--- config.mk ---
export PLATFORM = sky130hd
export DESIGN_NAME = decodeTop
export DESIGN_NICKNAME = d
export VERILOG_FILES = /design/src/decodePkg.sv /design/src/registerFile.sv /design/src/ctrlUnit.sv /design/src/idStage.sv /design/src/decodeTop.sv
export SDC_FILE = /design/constraint.sdc
export NUM_CORES = 2
export LEC_CHECK = 0
export BUFFER_PORTS_ARGS = -buffer_cell sky130_fd_sc_hd__buf_2
export CAP_MARGIN = 20
export CORE_MARGIN = 4
export CORE_UTILIZATION = 57
export DETAILED_ROUTE_END_ITERATION = 6
export PLACE_DENSITY_LB_ADDON = 0.2
export SYNTH_ARGS = -nofsm -noshare
export SYNTH_HDL_FRONTEND = slang
export SYNTH_SLANG_ARGS = --single-unit
--- constraint.sdc ---
create_clock -name clk -period 3.38 [get_ports clk]
set_clock_uncertainty 0.05 [all_clocks]
set_input_delay 0.676 -clock clk [delete_from_list [all_inputs] [get_ports clk]]
set_output_delay 0.676 -clock clk [all_outputs]
set_load 0.01 [all_outputs]
--- src/decodePkg.sv ---
package decodePkg;

    //////////////////////////////////////////////////
    // Word and field widths
    //////////////////////////////////////////////////

    localparam int instWidth    = 32;
    localparam int dataWidth    = 32;
    localparam int regAddrWidth = 5;
    localparam int immWidth     = 22;

    // Depth of the register file
    localparam int regCount = 2 ** regAddrWidth;

    //////////////////////////////////////////////////
    // Instruction field positions
    //////////////////////////////////////////////////

    localparam int opcodeHi = 31;
    localparam int opcodeLo = 27;

    // Destination register
    localparam int rdsHi = 26;
    localparam int rdsLo = 22;

    // Store data or branch source, same slot as rds
    localparam int rstHi = 26;
    localparam int rstLo = 22;

    localparam int rs1Hi = 21;
    localparam int rs1Lo = 17;

    // Bit 16 left free between rs1 and rs2
    localparam int rs2Hi = 15;
    localparam int rs2Lo = 11;

    // Immediate overlaps rs1 and rs2
    localparam int immHi = 21;
    localparam int immLo = 0;

    // Opcode encodings, unlisted codes behave as opNop
    typedef enum logic [4:0] {
        opAlu      = 5'h00,
        opAluImm   = 5'h01,
        opLogicImm = 5'h02,
        opLoad     = 5'h03,
        opStore    = 5'h04,
        opBranch   = 5'h05,
        opJump     = 5'h06,
        opNop      = 5'h07
    } opcodeT;

    // Immediate extension modes
    typedef enum logic [1:0] {
        ext22  = 2'd0,  // jump offset, sign from bit 21
        ext17  = 2'd1,  // load, store, signed immediate
        ext12  = 2'd2,  // branch offset, sign from bit 11
        zero17 = 2'd3   // logic immediate, no sign
    } extModeT;

endpackage

--- src/registerFile.sv ---
`timescale 1ns/1ns

module registerFile (
    input  logic                                clk,
    input  logic                                reset,
    input  logic [decodePkg::regAddrWidth-1:0] rAddr1,
    input  logic [decodePkg::regAddrWidth-1:0] rAddr2,
    input  logic                                we,
    input  logic [decodePkg::regAddrWidth-1:0] wAddr,
    input  logic [decodePkg::dataWidth-1:0]    wData,
    output logic [decodePkg::dataWidth-1:0]    rData1,
    output logic [decodePkg::dataWidth-1:0]    rData2
);

    // Register storage
    logic [decodePkg::dataWidth-1:0] regs [decodePkg::regCount];

    // Write enable qualified against register 0
    logic wrValid;

    assign wrValid = we && (wAddr != '0);

    //////////////////////////////////////////////////
    // Write port
    //////////////////////////////////////////////////

    // Reset wipes the whole array
    // Writes land on the rising edge
    always_ff @(posedge clk) begin
        if (reset) begin
            for (int i = 0; i < decodePkg::regCount; i++) begin
                regs[i] <= '0;
            end
        end else if (wrValid) begin
            regs[wAddr] <= wData;
        end
    end

    //////////////////////////////////////////////////
    // Read ports
    //////////////////////////////////////////////////

    // Combinational, so a same-cycle write shows up next cycle
    // Register 0 hardwired to zero
    assign rData1 = (rAddr1 == '0) ? '0 : regs[rAddr1];
    assign rData2 = (rAddr2 == '0) ? '0 : regs[rAddr2];

endmodule

--- src/ctrlUnit.sv ---
`timescale 1ns/1ns

module ctrlUnit (
    input  decodePkg::opcodeT  opcode,
    output logic               r2Select,
    output decodePkg::extModeT extMode,
    output logic               writesRd,
    output logic               usesImm
);

    //////////////////////////////////////////////////
    // Opcode decode
    //////////////////////////////////////////////////

    // Purely combinational, opcode only
    // Branch condition bits not looked at here
    always_comb begin
        // Defaults match a nop
        r2Select = 1'b0;
        extMode  = decodePkg::ext17;
        writesRd = 1'b0;
        usesImm  = 1'b0;

        case (opcode)
            // Register-register
            decodePkg::opAlu: begin
                writesRd = 1'b1;
            end

            // Signed immediate replaces operand 2
            decodePkg::opAluImm: begin
                extMode  = decodePkg::ext17;
                writesRd = 1'b1;
                usesImm  = 1'b1;
            end

            // Logic ops want the raw bits
            decodePkg::opLogicImm: begin
                extMode  = decodePkg::zero17;
                writesRd = 1'b1;
                usesImm  = 1'b1;
            end

            // Address is rs1 plus offset
            decodePkg::opLoad: begin
                extMode  = decodePkg::ext17;
                writesRd = 1'b1;
                usesImm  = 1'b1;
            end

            // Store data comes from the rst slot
            decodePkg::opStore: begin
                r2Select = 1'b1;
                extMode  = decodePkg::ext17;
                usesImm  = 1'b1;
            end

            // Compare rs1 against rst, offset kept aside
            decodePkg::opBranch: begin
                r2Select = 1'b1;
                extMode  = decodePkg::ext12;
            end

            // Long offset, link goes to rds
            decodePkg::opJump: begin
                extMode  = decodePkg::ext22;
                writesRd = 1'b1;
                usesImm  = 1'b1;
            end

            // opNop and every unknown code
            default: begin
                writesRd = 1'b0;
                usesImm  = 1'b0;
            end
        endcase
    end

endmodule

--- src/idStage.sv ---
`timescale 1ns/1ns

module idStage (
    input  logic                                clk,
    input  logic                                reset,
    input  logic [decodePkg::instWidth-1:0]    instr,

    // Write port, driven by the later stages
    input  logic                                rfWe,
    input  logic [decodePkg::regAddrWidth-1:0] wAddr,
    input  logic [decodePkg::dataWidth-1:0]    wData,

    // Forwarding for operand 2
    input  logic [decodePkg::dataWidth-1:0]    fwdRs2,
    input  logic                                fwdRs2Sel,

    // From ctrlUnit
    input  logic                                r2Select,
    input  decodePkg::extModeT                  extMode,

    output logic [decodePkg::regAddrWidth-1:0] rdsAddr,
    output logic [decodePkg::regAddrWidth-1:0] rs1Addr,
    output logic [decodePkg::regAddrWidth-1:0] rs2Addr,
    output logic [decodePkg::dataWidth-1:0]    op1,
    output logic [decodePkg::dataWidth-1:0]    op2,
    output logic [decodePkg::dataWidth-1:0]    imm
);

    logic [decodePkg::regAddrWidth-1:0] rs2Field;
    logic [decodePkg::regAddrWidth-1:0] rstField;
    logic [decodePkg::dataWidth-1:0]    rfRs2;
    logic [decodePkg::immWidth-1:0]     immField;

    //////////////////////////////////////////////////
    // Field extraction
    //////////////////////////////////////////////////

    assign rdsAddr  = instr[decodePkg::rdsHi:decodePkg::rdsLo];
    assign rs1Addr  = instr[decodePkg::rs1Hi:decodePkg::rs1Lo];
    assign rs2Field = instr[decodePkg::rs2Hi:decodePkg::rs2Lo];
    assign rstField = instr[decodePkg::rstHi:decodePkg::rstLo];
    assign immField = instr[decodePkg::immHi:decodePkg::immLo];

    // Store and branch read rst on port 2
    assign rs2Addr = r2Select ? rstField : rs2Field;

    //////////////////////////////////////////////////
    // Operand fetch
    //////////////////////////////////////////////////

    registerFile regFile (
        .clk    (clk),
        .reset  (reset),
        .rAddr1 (rs1Addr),
        .rAddr2 (rs2Addr),
        .we     (rfWe),
        .wAddr  (wAddr),
        .wData  (wData),
        .rData1 (op1),
        .rData2 (rfRs2)
    );

    // Bypass overrides the array read
    assign op2 = fwdRs2Sel ? fwdRs2 : rfRs2;

    //////////////////////////////////////////////////
    // Immediate extension
    //////////////////////////////////////////////////

    always_comb begin
        case (extMode)
            // Full 22 bits
            decodePkg::ext22:
                imm = {{(decodePkg::dataWidth - 22){immField[21]}}, immField};
            // Low 17 bits, signed
            decodePkg::ext17:
                imm = {{(decodePkg::dataWidth - 17){immField[16]}}, immField[16:0]};
            // Low 12 bits, signed
            decodePkg::ext12:
                imm = {{(decodePkg::dataWidth - 12){immField[11]}}, immField[11:0]};
            // Low 17 bits, upper bits cleared
            default:
                imm = {{(decodePkg::dataWidth - 17){1'b0}}, immField[16:0]};
        endcase
    end

endmodule

--- src/decodeTop.sv ---
`timescale 1ns/1ns

module decodeTop (
    input  logic                                clk,
    input  logic                                reset,
    input  logic [decodePkg::instWidth-1:0]    instr,

    // Write-back side
    input  logic                                rfWe,
    input  logic [decodePkg::regAddrWidth-1:0] wAddr,
    input  logic [decodePkg::dataWidth-1:0]    wData,

    // Forwarding side
    input  logic [decodePkg::dataWidth-1:0]    fwdRs2,
    input  logic                                fwdRs2Sel,

    output logic [decodePkg::regAddrWidth-1:0] rdsAddr,
    output logic [decodePkg::regAddrWidth-1:0] rs1Addr,
    output logic [decodePkg::regAddrWidth-1:0] rs2Addr,
    output logic [decodePkg::dataWidth-1:0]    op1,
    output logic [decodePkg::dataWidth-1:0]    op2,
    output logic [decodePkg::dataWidth-1:0]    imm,
    output logic                                writesRd,
    output logic                                usesImm
);

    // Control to datapath
    decodePkg::opcodeT  opcode;
    decodePkg::extModeT extMode;
    logic               r2Select;

    // Top opcode bits, unknown codes pass through as-is
    assign opcode = decodePkg::opcodeT'(instr[decodePkg::opcodeHi:decodePkg::opcodeLo]);

    //////////////////////////////////////////////////
    // Control and datapath
    //////////////////////////////////////////////////

    ctrlUnit ctrl (
        .opcode   (opcode),
        .r2Select (r2Select),
        .extMode  (extMode),
        .writesRd (writesRd),
        .usesImm  (usesImm)
    );

    idStage decode (
        .clk       (clk),
        .reset     (reset),
        .instr     (instr),
        .rfWe      (rfWe),
        .wAddr     (wAddr),
        .wData     (wData),
        .fwdRs2    (fwdRs2),
        .fwdRs2Sel (fwdRs2Sel),
        .r2Select  (r2Select),
        .extMode   (extMode),
        .rdsAddr   (rdsAddr),
        .rs1Addr   (rs1Addr),
        .rs2Addr   (rs2Addr),
        .op1       (op1),
        .op2       (op2),
        .imm       (imm)
    );

endmodule

# Word level (Yosys, flattened, before mapping)
# Memory sizes are Yosys's and may differ from the RTL's.
# Index checks and enable logic that the tools add are counted.
# Widths: inputs -> output; s select.
[totals]
ff_bits = 0
ramBits = 1024
in_bits = 105
out_inout_bits = 113
wordCells = 36
mem_count = 1
[mem_list]
columns = ["memory", "depth", "word_bits", "rd", "rd_clocked_by_memory_dff", "write_ports", "line", "text"]
rows = [
  ["decode.regFile.regs", 32, 32, 2, 0, 32, "registerFile.sv:16", "logic [decodePkg::dataWidth-1:0] regs [decodePkg::regCount];"],
]
[classes]
n_eq_ne = 8
mux = 17
n_reduce_logical = 10
[ops]
columns = ["op", "count"]
rows = [
  ["$mux 32", 4],
  ["$pmux 32 s3", 1],
  ["$reduce_or 32->1", 1],
  ["$eq 5x3->1 const B", 3],
  ["$logic_not 5->1", 3],
  ["$eq 5x2->1 const B", 2],
  ["$mux 5", 2],
  ["$reduce_or 5->1", 2],
  ["$mux 1", 9],
  ["$pmux 2 s3", 1],
  ["$eq 5x1->1 const B", 1],
  ["$reduce_bool 5->1", 1],
  ["$eq 2x1->1 const B", 1],
  ["$eq 2x2->1 const B", 1],
  ["$logic_not 2->1", 1],
  ["$reduce_or 2->1", 1],
  ["$logic_and 1x1->1", 1],
]

# Longest topological paths before layout
[depth]
depth_word = 7
mapped_depth = 11

# Cells and area by module
# A second synthesis with hierarchy kept.
[unflattened]
cells_unflattened = 3615
hier_area_um2 = 55296.8
[modules_own_cells]
columns = ["mod", "instances", "cells_each", "area_each_um2"]
rows = [
  ["registerFile", 1, 3502, 54232.0],
  ["idStage", 1, 102, 984.7],
  ["ctrlUnit", 1, 11, 80.1],
]

# Least setup slack after synthesis
# No wires, ideal clock.
[synth_path]
path_kind = "input to output"
from = "in instr[17] (netlist name)"
to = "out op1[22] (netlist name)"
t_arrival_ns = 2.934
required_ns = 2.654
setup_slack_ns = -0.280
cell_stages = 7
n_path_buf = 3
cell_sequence = "clkbuf_1 clkbuf_1 buf_2 mux4_2 mux4_2 mux2i_1 nor2_1"
[synth_via]
elab_chain_cells = 2
elab_cells_between_ends = 3
classes_between = "mux (1); reduce/logical (1); memory (1)"
[synth_lines]
columns = ["element", "line", "text"]
rows = [
  ["start, declared", "decodeTop.sv:6", "input logic [decodePkg::instWidth-1:0] instr,"],
  ["$mem_v2 32x32 or $logic_not 5->1 (tied branches)", "-", ""],
  ["$mux 32 *", "registerFile.sv:45", "assign rData1 = (rAddr1 == '0) ? '0 : regs[rAddr1];"],
  ["end, declared", "decodeTop.sv:20", "output logic [decodePkg::dataWidth-1:0] op1,"],
]
# Every way passes the cells marked *; elsewhere a longest branch is shown, timed or not.

# Worst setup path in the final report
[layout_path]
from = "in instr[31] (netlist name)"
to = "out op2[21] (netlist name)"
[layout_via]
elab_chain_cells = 7
elab_cells_between_ends = 9
classes_between = "eq/ne (2); mux (4); reduce/logical (2); memory (1)"
[layout_lines]
columns = ["element", "line", "text"]
rows = [
  ["$eq 5x3->1", "ctrlUnit.sv:24", "case (opcode)"],
  ["$reduce_or 2->1 (no line) *", "-", ""],
  ["$mux 1 *", "ctrlUnit.sv:24", ""],
  ["$mux 5 *", "idStage.sv:45", "assign rs2Addr = r2Select ? rstField : rs2Field;"],
  ["$mem_v2 32x32 or $logic_not 5->1 (tied branches)", "-", ""],
  ["$mux 32 *", "registerFile.sv:46", "assign rData2 = (rAddr2 == '0) ? '0 : regs[rAddr2];"],
  ["$mux 32 *", "idStage.sv:64", "assign op2 = fwdRs2Sel ? fwdRs2 : rfRs2;"],
  ["end, declared", "decodeTop.sv:21", "output logic [decodePkg::dataWidth-1:0] op2,"],
]
# Marked as above.

==> results.toml <==
[floorplan]
start_util_pct = 57.3
die_h_um = 320
die_w_um = 320
fp-row-count = 114
core_sq_um = 96600
die-area_sq_um = 102000
pin_count = 218

[worst_setup_path]
required_ns = 2.65
end_kind = "output port"
crit_family = "simple AND/OR/NAND/NOR gates"
critPathMostFrequentCell = "buf_6"
cpPeakStageDelay_ns = 0.32
slowest_stage = "mux2i_4"
cp.arrival_ns = 3.40
crit_type = "input pin to output port"
setup.worst_path.start_class = "input pin"
path_buf_inv = 6
path_max_fanout = 10
path_cells = "buf_8 > nor4b_4 > buf_6 > buf_12 > mux2i_4 > inv_6 > nor2_4 > buf_6 > a32oi_1 > a31oi_1 > or3_4 > nand4_1 > buf_2"

[sta]
fin_crit_ns = 4.13
slew_headroom_pct = 48.6
setup_viol = 47
hold_ws_ns = 0.541
hold_violations = 0
period_share_pct = 122
final.setup.tns_ns = -20.06
rsz0062_at_grt = "true"
setup_slack_ns = -0.748
worstMarginPinSlew_ns = 0.772
drv_slew = 0
fmax_mhz = 242

[routing]
ant_nets = 0
routed_via_density = 6.84
drtIter0Drc = 6282
drt_drc_violations_left = 0
firstDrtPassIters = 7
dr_total_vias = 41500
wl_per_cell_um = 33.1
drt_wl_total_mm = 201

[final_layout]
nets = 4810
largest_register_ffs = 1024
top_regs = "decode.regFile.regs: 1024 flops"
drive_above_1_share_pct = 29.5
largest_register = "decode.regFile.regs"
synthToLayoutAreaGrowth_pct = 20.5

[clocking]
cts-htree-levels = 3
tritoncts = "yes"
clockBufferDepth = 3
cts_hold_buf = 0
cts-root-buf = "clkbuf_16"
cts_sinks = 1024
clk_pin_slew_ns = 0.06
cts_buffers = 108

[global_route]
grtUsageTotal_pct = 38.7
grt_max_degree = 49
grt_pass1_vias = 40900
grt_overflow = 0
antenna_found_initial = 15
grt_first_pass_wirelength_mm = 285

[yosys]
synthCells = 4314
ys_async_sr_fraction_pct = 0
netlist_area_sq_um = 55400
synth_area_leaders = "edfxtp_1 56%, mux4_2 15%, and2_1 11%"
yosys_warnings = 0
synth-edff-count = 1024
synth.distinct_cells = 50
yosysTopAreaCellShare_pct = 55.5
syn_area_per_cell_sq_um = 12.8
ys_top_cells_by_count = "1024 x edfxtp_1, 994 x and2_1, 585 x nand2_1"
synth_largest_area_cell = "edfxtp_1"
yosysMostFrequentCell = "edfxtp_1"
synth-main-ff-cell = "edfxtp_1"
synth_seq_cells = 1024
synth.yosys.seq_area_share_pct = 55.5

[hold_path]
worst_hold_path.endpoint = "decode.regFile.regs[8][3]$_SDFFCE_PN0P_"
min_path_cells = 2
min_path_type = "input pin to flop"
worstHoldStart = "wData[3]"

[power_and_ir_drop]
leakage_uw = 0.0244
p_per_area_nw_per_um2 = 474
vdd_drop_max_mv = 0.444

[run_status]
status = "complete, but fails checks"
violations = "negative setup slack"

[placed_design]
port_buffers = 195
dp_hpwl_mm = 125
place.gp.congestion = 0.934

[run]
cap_violations = 0
metal layers:
metal / vias to the layer above / share of wire (%) / track usage (%)
met3: 773 / 15 / 12.5
met4: 10 / 7.8 / 24.0
met5: - / 0.062 / 0
met1: 20400 / 34 / 50.8
li1: 16700 / - / -
met2: 3642 / 43 / 56.4
layout by cell type, fill, tap and decap left out, types with 8 or more instances in the layout:
master | synthesis | final
buf_2 | 55 | 182
a32oi_1 | 77 | 68
a22o_1 | 23 | 23
mux4_2 | 372 | 372
clkinv_2 | 0 | 16
a22oi_2 | 0 | 9
buf_8 | 0 | 13
a21oi_1 | 61 | 56
buf_4 | 35 | 324
buf_6 | 0 | 39
a31oi_1 | 51 | 50
bufinv_16 | 0 | 9
or3_4 | 0 | 20
inv_6 | 0 | 9
a32oi_2 | 0 | 9
nand4_1 | 34 | 34
clkbuf_1 | 321 | 23
a22oi_1 | 55 | 46
buf_16 | 0 | 31
and2_1 | 994 | 994
nand3_1 | 214 | 204
diode_2 | 0 | 11
mux2i_2 | 0 | 8
buf_12 | 0 | 108
mux2i_4 | 2 | 8
or2_2 | 32 | 32
a221oi_1 | 15 | 15
o21ai_0 | 14 | 11
nand2_1 | 585 | 583
clkbuf_16 | 0 | 115
nor2_4 | 4 | 43
nor2_1 | 82 | 28
edfxtp_1 | 1024 | 1024
nor2_2 | 0 | 15
conb_1 | 1 | 32
clkinv_1 | 0 | 24
mux2i_1 | 115 | 101
worst max path at each step:
| stage | start | end | slack [ns] | depth (start not counted) |
|---|---|---|---|---|
| floorplan | instr[30] | op2[19] | -0.04 | 8 |
| global placement | instr[30] | op2[24] | -1.13 | 15 |
| detailed placement | instr[30] | op2[24] | -1.17 | 15 |
| CTS | instr[31] | op2[24] | -0.63 | 13 |
| global route | instr[31] | op2[21] | -0.75 | 13 |
| finish | instr[31] | op2[21] | -0.75 | 13 |
per-stage QoR:
step	cells	power, uW	setup WS, ns	util (%)	area, sq um
after floorplan	4345	17600	-0.0367	-	55600
after global placement	5773	19700	-1.13	63.1	61000
after detailed placement	5773	19700	-1.17	63.1	61000
after CTS	6027	31400	-0.626	68.4	66000
after global routing	6063	32400	-0.749	69.1	66700
final	6073	31600	-0.748	69.1	66700
what timing repair did:
item,4_1_cts,5_1_grt
buffers inserted,43,30
gates resized for setup,178,65
pin swaps,38,24
gates cloned,22,6
setup endpoints to repair,64,62
power by group:
| group | switching, uW | total, uW | internal (uW) |
|---|---|---|---|
| clock | 5000 | 11500 | 6530 |
| combinational | 2820 | 5030 | 2210 |
| sequential | 391 | 15100 | 14700 |
area by class of cell:
type,instances,area [sq um]
timing repair inverter,2,17.5
sequential,1024,30700
tap,1276,1600
multi-input combinational,2856,23700
clock buffer,133,2840
clock inverter,58,503
fill,6556,29800
inverter,7,67.6
timing repair buffer,706,7250
antenna,11,27.5
cell families (layout without fill, tap and decap cells):
| kind of cell | count (synthesis) | in the layout | synth area share, % |
|---|---|---|---|
| other cells | 1 | 43 | 0.00677 |
| buf+inv | 465 | 906 | 3.51 |
| mux | 489 | 489 | 17.3 |
| simple gates | 1991 | 1991 | 19.1 |
| flops | 1024 | 1024 | 55.5 |
| compound gates | 344 | 344 | 4.54 |
Note: power is estimated with default switching activity, not from simulation.
